File: src/core_pkg.sv
// shared types and decode constants for the rv32i decode station
// enums, control structs and the mux_bus bit map

package core_pkg;

	// ----------------------------------------
	// enums
	// ----------------------------------------

	// rv32i major opcodes, bits 6:0 of the instruction
	typedef enum logic [6:0] {
		OPC_LUI     = 7'b0110111,
		OPC_AUIPC   = 7'b0010111,
		OPC_JAL     = 7'b1101111,
		OPC_JALR    = 7'b1100111,
		OPC_BRANCH  = 7'b1100011,
		OPC_LOAD    = 7'b0000011,
		OPC_STORE   = 7'b0100011,
		OPC_OP_IMM  = 7'b0010011,
		OPC_OP      = 7'b0110011,
		OPC_ILLEGAL = 7'b0000000
	} opcode_e;

	// execute operation
	typedef enum logic [3:0] {
		ALU_ADD    = 4'd0,
		ALU_SUB    = 4'd1,
		ALU_SLL    = 4'd2,
		ALU_SLT    = 4'd3,
		ALU_SLTU   = 4'd4,
		ALU_XOR    = 4'd5,
		ALU_SRL    = 4'd6,
		ALU_SRA    = 4'd7,
		ALU_OR     = 4'd8,
		ALU_AND    = 4'd9,
		ALU_PASS_B = 4'd10
	} alu_op_e;

	typedef enum logic [2:0] {
		IMM_NONE = 3'd0,
		IMM_I    = 3'd1,
		IMM_S    = 3'd2,
		IMM_B    = 3'd3,
		IMM_U    = 3'd4,
		IMM_J    = 3'd5
	} imm_fmt_e;

	// which register sources the instruction reads
	typedef enum logic [1:0] {
		HAZ_NONE = 2'd0,
		HAZ_RS1  = 2'd1,
		HAZ_RS2  = 2'd2,
		HAZ_BOTH = 2'd3
	} haz_cmd_e;

	// ----------------------------------------
	// decode constants
	// ----------------------------------------

	// funct3 of the alu group
	localparam logic [2:0] F3_ADD  = 3'b000;
	localparam logic [2:0] F3_SLL  = 3'b001;
	localparam logic [2:0] F3_SLT  = 3'b010;
	localparam logic [2:0] F3_SLTU = 3'b011;
	localparam logic [2:0] F3_XOR  = 3'b100;
	localparam logic [2:0] F3_SR   = 3'b101;
	localparam logic [2:0] F3_OR   = 3'b110;
	localparam logic [2:0] F3_AND  = 3'b111;

	// bit positions in mux_bus
	localparam int MUX_SRC2_IMM = 0;
	localparam int MUX_SRC1_PC  = 1;
	localparam int MUX_RES_PC4  = 2;
	localparam int MUX_RES_MEM  = 3;
	localparam int MUX_BRANCH   = 4;
	localparam int MUX_JUMP     = 5;

	// ----------------------------------------
	// structs
	// ----------------------------------------

	typedef struct packed {
		logic [2:0] wb_sx_op;
		logic [5:0] mux_bus;
		logic       we_reg_file;
		alu_op_e    alu_op;
		logic [2:0] alu_cnd;
		logic       l1d_req_val;
		logic       l1d_req_cop;
		logic [2:0] l1d_req_size;
	} dec_ctrl_t;

	typedef struct packed {
		logic        we;
		logic [4:0]  rd;
		logic [31:0] data;
	} wb_t;

	// everything handed on to execute
	typedef struct packed {
		dec_ctrl_t   ctrl;
		logic [31:0] src1;
		logic [31:0] src2;
		logic [31:0] sx_imm;
		logic [31:0] pc;
		logic [31:0] pc_4;
		logic [4:0]  rs1;
		logic [4:0]  rs2;
		logic [4:0]  rd;
		haz_cmd_e    haz_cmd;
		logic        val;
	} dec_out_t;

endpackage
File: src/core_dec_top.sv
// decode station top, decoder, register file, hazard check
// and output register with the combined stall

`timescale 1ns/1ps

module core_dec_top (
	input  logic               clk,
	input  logic               rst_n,
	input  logic               dec_enb,
	input  logic               dec_kill,
	input  logic [31:0]        dec_inst,
	input  logic [31:0]        dec_pc,
	input  logic [31:0]        dec_pc_4,
	input  logic               dec_l1i_ack,
	input  core_pkg::wb_t      wb,
	output core_pkg::dec_out_t dec_out,
	output core_pkg::haz_cmd_e dec2haz_cmd,
	output logic               dec_stall
);

	core_pkg::dec_ctrl_t ctrl;
	core_pkg::imm_fmt_e  imm_fmt;
	core_pkg::haz_cmd_e  haz_cmd;
	logic [31:0]         src1;
	logic [31:0]         src2;
	logic                load_use;

	core_cpu_ctrl cpu_ctrl (
		.inst    (dec_inst),
		.ctrl    (ctrl),
		.imm_fmt (imm_fmt),
		.haz_cmd (haz_cmd)
	);

	core_reg_file reg_file (
		.clk   (clk),
		.rst_n (rst_n),
		.rs1   (dec_inst[19:15]),
		.rs2   (dec_inst[24:20]),
		.wb    (wb),
		.src1  (src1),
		.src2  (src2)
	);

	// checks against what is already in the decode register
	core_haz_chk haz_chk (
		.prev     (dec_out),
		.rs1      (dec_inst[19:15]),
		.rs2      (dec_inst[24:20]),
		.haz_cmd  (haz_cmd),
		.load_use (load_use)
	);

	core_dec_s dec_s (
		.clk      (clk),
		.rst_n    (rst_n),
		.dec_enb  (dec_enb),
		.dec_kill (dec_kill),
		.load_use (load_use),
		.inst     (dec_inst),
		.pc       (dec_pc),
		.pc_4     (dec_pc_4),
		.ctrl     (ctrl),
		.imm_fmt  (imm_fmt),
		.haz_cmd  (haz_cmd),
		.src1     (src1),
		.src2     (src2),
		.dec_out  (dec_out)
	);

	assign dec2haz_cmd = haz_cmd;

	// no fetch ack or a load-use conflict
	assign dec_stall = !dec_l1i_ack || load_use;

endmodule

File: src/core_dec_s.sv
// decode station output stage
// builds the immediate and registers the result for execute

`timescale 1ns/1ps

module core_dec_s (
	input  logic                clk,
	input  logic                rst_n,
	input  logic                dec_enb,
	input  logic                dec_kill,
	input  logic                load_use,
	input  logic [31:0]         inst,
	input  logic [31:0]         pc,
	input  logic [31:0]         pc_4,
	input  core_pkg::dec_ctrl_t ctrl,
	input  core_pkg::imm_fmt_e  imm_fmt,
	input  core_pkg::haz_cmd_e  haz_cmd,
	input  logic [31:0]         src1,
	input  logic [31:0]         src2,
	output core_pkg::dec_out_t  dec_out
);

	logic [31:0] sx_imm;
	logic        bubble;

	// ----------------------------------------
	// immediate
	// ----------------------------------------

	always_comb begin
		case (imm_fmt)
			core_pkg::IMM_I: sx_imm = {{20{inst[31]}}, inst[31:20]};
			core_pkg::IMM_S: sx_imm = {{20{inst[31]}}, inst[31:25], inst[11:7]};
			core_pkg::IMM_B: sx_imm = {{19{inst[31]}}, inst[31], inst[7],
			                           inst[30:25], inst[11:8], 1'b0};
			core_pkg::IMM_U: sx_imm = {inst[31:12], 12'b0};
			core_pkg::IMM_J: sx_imm = {{11{inst[31]}}, inst[31], inst[19:12],
			                           inst[20], inst[30:21], 1'b0};
			default:         sx_imm = '0;
		endcase
	end

	// ----------------------------------------
	// output register
	// ----------------------------------------

	// kill wins, load-use turns a capture into a bubble
	assign bubble = dec_kill || (dec_enb && load_use);

	always_ff @(posedge clk) begin
		if (!rst_n) begin
			dec_out <= '0;
		end else begin
			// payload just follows enable
			if (dec_enb) begin
				dec_out.src1   <= src1;
				dec_out.src2   <= src2;
				dec_out.sx_imm <= sx_imm;
				dec_out.pc     <= pc;
				dec_out.pc_4   <= pc_4;
			end
			if (bubble) begin
				dec_out.ctrl    <= '0;
				dec_out.rs1     <= '0;
				dec_out.rs2     <= '0;
				dec_out.rd      <= '0;
				dec_out.haz_cmd <= core_pkg::HAZ_NONE;
				dec_out.val     <= 1'b0;
			end else if (dec_enb) begin
				dec_out.ctrl    <= ctrl;
				dec_out.rs1     <= inst[19:15];
				dec_out.rs2     <= inst[24:20];
				dec_out.rd      <= inst[11:7];
				dec_out.haz_cmd <= haz_cmd;
				dec_out.val     <= 1'b1;
			end else begin
				// hold, only the valid bit drops
				dec_out.val <= 1'b0;
			end
		end
	end

	a_kill_clears_val: assert property (@(posedge clk) disable iff (!rst_n)
		dec_kill |=> !dec_out.val)
		else $error("dec_out.val set in the cycle after kill");

endmodule

File: src/core_haz_chk.sv
// load-use check between the instruction in the decode register
// and the one coming in from fetch

`timescale 1ns/1ps

module core_haz_chk (
	input  core_pkg::dec_out_t prev,
	input  logic [4:0]         rs1,
	input  logic [4:0]         rs2,
	input  core_pkg::haz_cmd_e haz_cmd,
	output logic               load_use
);

	logic prev_load;
	logic use_rs1;
	logic use_rs2;
	logic hit_rs1;
	logic hit_rs2;

	// ----------------------------------------
	// producer side
	// ----------------------------------------

	// a valid load with a real destination
	assign prev_load = prev.val
	                 && prev.ctrl.l1d_req_val
	                 && !prev.ctrl.l1d_req_cop
	                 && (prev.rd != 5'd0);

	// ----------------------------------------
	// consumer side
	// ----------------------------------------

	assign use_rs1 = (haz_cmd == core_pkg::HAZ_RS1) || (haz_cmd == core_pkg::HAZ_BOTH);
	assign use_rs2 = (haz_cmd == core_pkg::HAZ_RS2) || (haz_cmd == core_pkg::HAZ_BOTH);

	assign hit_rs1 = use_rs1 && (rs1 == prev.rd);
	assign hit_rs2 = use_rs2 && (rs2 == prev.rd);

	assign load_use = prev_load && (hit_rs1 || hit_rs2);

	// the load test above relies on a store always carrying a cache request
	always_comb begin
		if (prev.ctrl.l1d_req_cop) begin
			a_cop_has_req: assert (prev.ctrl.l1d_req_val)
				else $error("store flag without a data cache request in the decode register");
		end
	end

endmodule

File: src/core_reg_file.sv
// 32 x 32 register file, two read ports and one write port
// x0 reads zero, a write in the same cycle bypasses to the reads

`timescale 1ns/1ps

module core_reg_file (
	input  logic          clk,
	input  logic          rst_n,
	input  logic [4:0]    rs1,
	input  logic [4:0]    rs2,
	input  core_pkg::wb_t wb,
	output logic [31:0]   src1,
	output logic [31:0]   src2
);

	logic [31:0] regs [1:31];

	// read with x0 and write-through handling
	function automatic logic [31:0] rd_port(input logic [4:0] addr);
		logic [31:0] data;
		if (addr == 5'd0) begin
			data = '0;
		end else if (wb.we && (wb.rd == addr)) begin
			data = wb.data;
		end else begin
			data = regs[addr];
		end
		return data;
	endfunction

	always_ff @(posedge clk) begin
		if (!rst_n) begin
			for (int i = 1; i < 32; i++) begin
				regs[i] <= '0;
			end
		end else if (wb.we && (wb.rd != 5'd0)) begin
			regs[wb.rd] <= wb.data;
		end
	end

	assign src1 = rd_port(rs1);
	assign src2 = rd_port(rs2);

	// x0 stays zero on both ports, also right after a write aimed at it
	a_x0_zero: assert property (@(posedge clk) disable iff (!rst_n)
		((rs1 == 5'd0) |-> (src1 == '0)) and ((rs2 == 5'd0) |-> (src2 == '0)))
		else $error("x0 read returned nonzero");

endmodule

File: src/core_cpu_ctrl.sv
// instruction decoder of the decode station
// turns an rv32i word into execute and data cache controls

`timescale 1ns/1ps

module core_cpu_ctrl (
	input  logic [31:0]         inst,
	output core_pkg::dec_ctrl_t ctrl,
	output core_pkg::imm_fmt_e  imm_fmt,
	output core_pkg::haz_cmd_e  haz_cmd
);

	core_pkg::opcode_e opc;
	logic [2:0]        funct3;
	logic              alt;

	// alu op from funct3, alt is bit 30 (sub / sra)
	function automatic core_pkg::alu_op_e alu_from_f3(
		input logic [2:0] f3,
		input logic       alt_bit,
		input logic       reg_op
	);
		core_pkg::alu_op_e op;
		case (f3)
			core_pkg::F3_ADD:  op = (reg_op && alt_bit) ? core_pkg::ALU_SUB : core_pkg::ALU_ADD;
			core_pkg::F3_SLL:  op = core_pkg::ALU_SLL;
			core_pkg::F3_SLT:  op = core_pkg::ALU_SLT;
			core_pkg::F3_SLTU: op = core_pkg::ALU_SLTU;
			core_pkg::F3_XOR:  op = core_pkg::ALU_XOR;
			core_pkg::F3_SR:   op = alt_bit ? core_pkg::ALU_SRA : core_pkg::ALU_SRL;
			core_pkg::F3_OR:   op = core_pkg::ALU_OR;
			core_pkg::F3_AND:  op = core_pkg::ALU_AND;
			default:           op = core_pkg::ALU_ADD;
		endcase
		return op;
	endfunction

	// compressed space is not decoded here
	assign opc    = (inst[1:0] == 2'b11) ? core_pkg::opcode_e'(inst[6:0])
	                                     : core_pkg::OPC_ILLEGAL;
	assign funct3 = inst[14:12];
	assign alt    = inst[30];

	always_comb begin
		ctrl    = '0;
		imm_fmt = core_pkg::IMM_NONE;
		haz_cmd = core_pkg::HAZ_NONE;
		case (opc)
			core_pkg::OPC_LUI: begin
				ctrl.alu_op                          = core_pkg::ALU_PASS_B;
				ctrl.mux_bus[core_pkg::MUX_SRC2_IMM] = 1'b1;
				ctrl.we_reg_file                     = 1'b1;
				imm_fmt                              = core_pkg::IMM_U;
			end
			core_pkg::OPC_AUIPC: begin
				ctrl.alu_op                          = core_pkg::ALU_ADD;
				ctrl.mux_bus[core_pkg::MUX_SRC1_PC]  = 1'b1;
				ctrl.mux_bus[core_pkg::MUX_SRC2_IMM] = 1'b1;
				ctrl.we_reg_file                     = 1'b1;
				imm_fmt                              = core_pkg::IMM_U;
			end
			core_pkg::OPC_JAL: begin
				// target is pc + imm, link is pc + 4
				ctrl.alu_op                          = core_pkg::ALU_ADD;
				ctrl.mux_bus[core_pkg::MUX_SRC1_PC]  = 1'b1;
				ctrl.mux_bus[core_pkg::MUX_SRC2_IMM] = 1'b1;
				ctrl.mux_bus[core_pkg::MUX_RES_PC4]  = 1'b1;
				ctrl.mux_bus[core_pkg::MUX_JUMP]     = 1'b1;
				ctrl.we_reg_file                     = 1'b1;
				imm_fmt                              = core_pkg::IMM_J;
			end
			core_pkg::OPC_JALR: begin
				ctrl.alu_op                          = core_pkg::ALU_ADD;
				ctrl.mux_bus[core_pkg::MUX_SRC2_IMM] = 1'b1;
				ctrl.mux_bus[core_pkg::MUX_RES_PC4]  = 1'b1;
				ctrl.mux_bus[core_pkg::MUX_JUMP]     = 1'b1;
				ctrl.we_reg_file                     = 1'b1;
				imm_fmt                              = core_pkg::IMM_I;
				haz_cmd                              = core_pkg::HAZ_RS1;
			end
			core_pkg::OPC_BRANCH: begin
				// compare type from funct3 bits 2:1
				case (funct3[2:1])
					2'b10:   ctrl.alu_op = core_pkg::ALU_SLT;
					2'b11:   ctrl.alu_op = core_pkg::ALU_SLTU;
					default: ctrl.alu_op = core_pkg::ALU_SUB;
				endcase
				ctrl.alu_cnd                       = funct3;
				ctrl.mux_bus[core_pkg::MUX_BRANCH] = 1'b1;
				imm_fmt                            = core_pkg::IMM_B;
				haz_cmd                            = core_pkg::HAZ_BOTH;
			end
			core_pkg::OPC_LOAD: begin
				ctrl.alu_op                          = core_pkg::ALU_ADD;
				ctrl.mux_bus[core_pkg::MUX_SRC2_IMM] = 1'b1;
				ctrl.mux_bus[core_pkg::MUX_RES_MEM]  = 1'b1;
				ctrl.we_reg_file                     = 1'b1;
				ctrl.wb_sx_op                        = funct3;
				ctrl.l1d_req_val                     = 1'b1;
				ctrl.l1d_req_size                    = {1'b0, funct3[1:0]};
				imm_fmt                              = core_pkg::IMM_I;
				haz_cmd                              = core_pkg::HAZ_RS1;
			end
			core_pkg::OPC_STORE: begin
				ctrl.alu_op                          = core_pkg::ALU_ADD;
				ctrl.mux_bus[core_pkg::MUX_SRC2_IMM] = 1'b1;
				ctrl.l1d_req_val                     = 1'b1;
				ctrl.l1d_req_cop                     = 1'b1;
				ctrl.l1d_req_size                    = {1'b0, funct3[1:0]};
				imm_fmt                              = core_pkg::IMM_S;
				haz_cmd                              = core_pkg::HAZ_BOTH;
			end
			core_pkg::OPC_OP_IMM: begin
				ctrl.alu_op                          = alu_from_f3(funct3, alt, 1'b0);
				ctrl.mux_bus[core_pkg::MUX_SRC2_IMM] = 1'b1;
				ctrl.we_reg_file                     = 1'b1;
				imm_fmt                              = core_pkg::IMM_I;
				haz_cmd                              = core_pkg::HAZ_RS1;
			end
			core_pkg::OPC_OP: begin
				ctrl.alu_op      = alu_from_f3(funct3, alt, 1'b1);
				ctrl.we_reg_file = 1'b1;
				haz_cmd          = core_pkg::HAZ_BOTH;
			end
			default: begin
				// illegal, leave everything zero
				ctrl = '0;
			end
		endcase
	end

endmodule

File: config.mk
export PLATFORM = sky130hd
export DESIGN_NAME = core_dec_top
export DESIGN_NICKNAME = d
export VERILOG_FILES = /design/src/core_pkg.sv /design/src/core_dec_top.sv /design/src/core_dec_s.sv /design/src/core_haz_chk.sv /design/src/core_reg_file.sv /design/src/core_cpu_ctrl.sv
export SDC_FILE = /design/constraint.sdc
export NUM_CORES = 2
export LEC_CHECK = 0
export BUFFER_PORTS_ARGS = -buffer_cell sky130_fd_sc_hd__buf_2
export CAP_MARGIN = 20
export CORE_MARGIN = 4
export CORE_UTILIZATION = 48
export DETAILED_ROUTE_END_ITERATION = 6
export PLACE_DENSITY_LB_ADDON = 0.08
export SYNTH_ARGS = -nofsm -noshare
export SYNTH_HDL_FRONTEND = slang
export SYNTH_SLANG_ARGS = --single-unit
File: constraint.sdc
create_clock -name clk -period 6.9 [get_ports clk]
set_input_delay 2.07 -clock clk [delete_from_list [all_inputs] [get_ports clk]]
set_output_delay 2.07 -clock clk [all_outputs]
set_load 0.02 [all_outputs]
==> impl_metrics.ini <==
[clocking]
clock_tree.buffer_depth = 3
cts.sinks = 1222
cts_tree = done
post_cts_resized = 0
clock_latency_ps = 790
cts_buffers = 141
ctsHoldBuffers = 0
cts-root-buf = clkbuf_16
cts_setup_buffers = 0
clk_transition_reported_paths_ps = 60
cts_htree_levels = 4

[final_layout]
most-common-layout-cells = 1,024 x edfxtp_1, 996 x and2_1, 572 x mux4_2
fin_util = 0.550
area_growth_syn_to_layout_pct = 13.8
post_route_cells_drive_above_1_share = 0.302
layoutNonFillerInstCount = 6172
num-nets-final = 4524
number_of_fillers_in_the_final_layout = 10300
multi_input_area_mm2 = 0.0260
area_occupied_by_registers_mm2 = 0.0347
layout.cells.most_common = edfxtp_1

[synthesis]
synthDistinctLibCells = 60
synth-warning-count = 0
synthCells = 4174
number_of_enable_type_register_cells_in_the_synthesized_netlist = 1024
postSynthAreaPerCell_um2 = 14.8
post_synth_instance_area_mm2 = 0.0617
synth.ff_latch_count = 1222
ys_seq_area_frac = 0.562
postSynth.topFlopCell = edfxtp_1
async_flop_share = 0

[timing]
timing.final.max_slew_violations = 0
min_period_over_period = 0.855
achievable-frequency_mhz = 169
setup_violations = 0
clock_tree_skew_after_final_layout_ps = 24.0
layout_min_cycle_time_ps = 5900
worstMarginPinSlew_ps = 1180
timing.max_slew.rel_slack = 0.208
setup_total_negative_slack_ps = 0
unrepaired_setup_endpoints_after_global_routing = false
finalHoldViolCount = 0

[place]
gp_congestion = 0.831
dpl.cell_count = 5902
dp.final_hpwl_mm = 129
buffer_ports.inserted = 340

[worst_hold_path]
holdCritPathClass = flip-flop to flip-flop

[route]
routed_wire_length_mm = 217
route.antenna.remaining_nets = 0
drt-vias-per-instance = 6.45
first_pass_iters = 7
route.detailed.wl_per_inst_um = 35.2
detailedRoute.firstIterationViolations = 5279
route.vias.total = 39800
post_route_drc = 3

[power]
p_leak_uw = 0.0251
switching_share = 0.255
power.sequential.fraction = 0.486
p_clk_frac = 0.399
switch_pwr_uw = 4520
power.density_mw_per_mm2 = 253
internal-power_uw = 13200
ir_drop_uv = 258
pwr-share-comb = 0.114

[global_route]
global_route_met3_utilization = 0.0751
gr-max-usage-layer = met2
grt_usage = 0.322
use_met2 = 0.511
largest_net_degree_at_the_start_of_global_routing = 114
via_count_of_the_first_global_routing_pass = 39300
grt-ovfl-total = 0
global_route.usage.met1 = 0.438
grt_pass1_wl_mm = 306
grt_antenna_before_repair = 21

[outcome]
status = finished, violations left
failed_checks = design-rule violations

[critical_path]
critical_path.startpoint_type = input pin
buf_inv_on_cp = 2
critPathTopFamily = compound AO/OA/AOI/OAI gates
cp_max_fo = 6
timing.critical_path.required_ps = 4830
critical_path.endpoint_type = output port
timing.critical_path.cells = buf_2 > nand3b_1 > a2111oi_2 > nand4_1 > a21o_1 > nand2_1 > buf_2
cp_common_cell = buf_2
r2r_setup_slack_ps = 4350
crit_arrival_ps = 3830
slowest_delay_ps = 620
critPathSlowestCell = a2111oi_2
timing.setup.critical_path_class = input pin to output port

[floorplanning]
die_area_mm2 = 0.134
initial_core_utilization = 0.483
num_io_pins = 342
rows = 131
chipWidth_um = 367
placeableCoreArea_mm2 = 0.128
die_y_um = 367

[job]
max_cap_viol_count = 0
==> metrics by stage <==
stage          hold slack [ps]  instance area (um2)  total power [uW]  worst slack, ps
3_3_place_gp               442                65800             10800             1120
4_1_cts                    454                70200             17800             1010
3_5_place_dp               441                65900             10800             1020
2_1_floorplan              533                61900             10000             1090
5_1_grt                    481                70200             18300              955
6_report                   454                70200             17800              999
==> kinds of logic (layout without fill, tap and decap cells) <==
family	after synthesis	count (layout)	share of synthesized area
simple gates	1459	1459	0.137
buf+inv	448	744	0.0289
mux	725	725	0.234
other cells	1	41	0.0000607
xor+xnor	20	20	0.00284
compound gates	299	299	0.0350
flops	1222	1222	0.562
==> sequential cells by signal, summed over array words and instances, names as in the netlist <==
register	cells
dec_s.dec_out	198
reg_file.regs	1024
==> per-layer routing <==
layer | vias up | routed length, um | part of all wire
li1 | 16300 | - | -
met1 | 20700 | 84200 | 0.39
met2 | 2262 | 103000 | 0.47
met3 | 452 | 22300 | 0.10
met4 | 12 | 7910 | 0.036
met5 | - | 81 | 0.00037
==> final cells by class <==
cell class                 count  area share
antenna                        8    0.000285
clock buffer                 200      0.0557
clock inverter                60     0.00549
inverter                       6    0.000321
multi-input combinational   2536       0.371
sequential                  1222       0.494
tap                         1662      0.0296
timing repair buffer         478      0.0439
==> synthesized netlist by cell type (8+ instances only) <==
cell	n	area, um2
clkbuf_1	336	1260
nand3_1	39	195
buf_2	74	370
nor3_1	37	185
xor2_1	8	70.1
a22oi_1	106	796
o211ai_1	33	248
a21oi_1	33	165
mux2i_1	121	1210
nand2_1	197	739
o21ai_0	44	220
mux4_2	572	12900
dfxtp_1	198	3960
and2_1	997	6240
a222oi_1	32	320
edfxtp_1	1024	30700
nor2_1	62	233
buf_1	29	109
xnor2_1	12	105
o21a_1	12	90.1
mux2_2	32	360
nor2b_1	80	500
==> worst register-to-register path, stage by stage (launching register included) <==
cell and delay [ps]:
dfxtp_1 450, xor2_1 100, nor3_1 250, nand4_1 210, a211oi_4 870, buf_4 410, a2111oi_0 100
==> final timing paths <==
check	from	depth (start not counted)	endpoint
max	dec_inst[3]	7	dec_stall
min	dec_s.dec_out[97]	2	dec_s.dec_out[97]
min reg2reg	dec_s.dec_out[97]	2	dec_s.dec_out[97]
max reg2reg	dec_s.dec_out[4]	6	dec_s.dec_out[189]
==> power groups by stage <==
stage	clock network, uW	logic, uW	registers, uW
6_report	7090	2030	8640
5_1_grt	7500	2130	8680
4_1_cts	7180	2030	8630
3_5_place_dp	0	2030	8780
3_3_place_gp	0	2020	8760
2_1_floorplan	0	1220	8790
(Power assumes the default switching activity.)
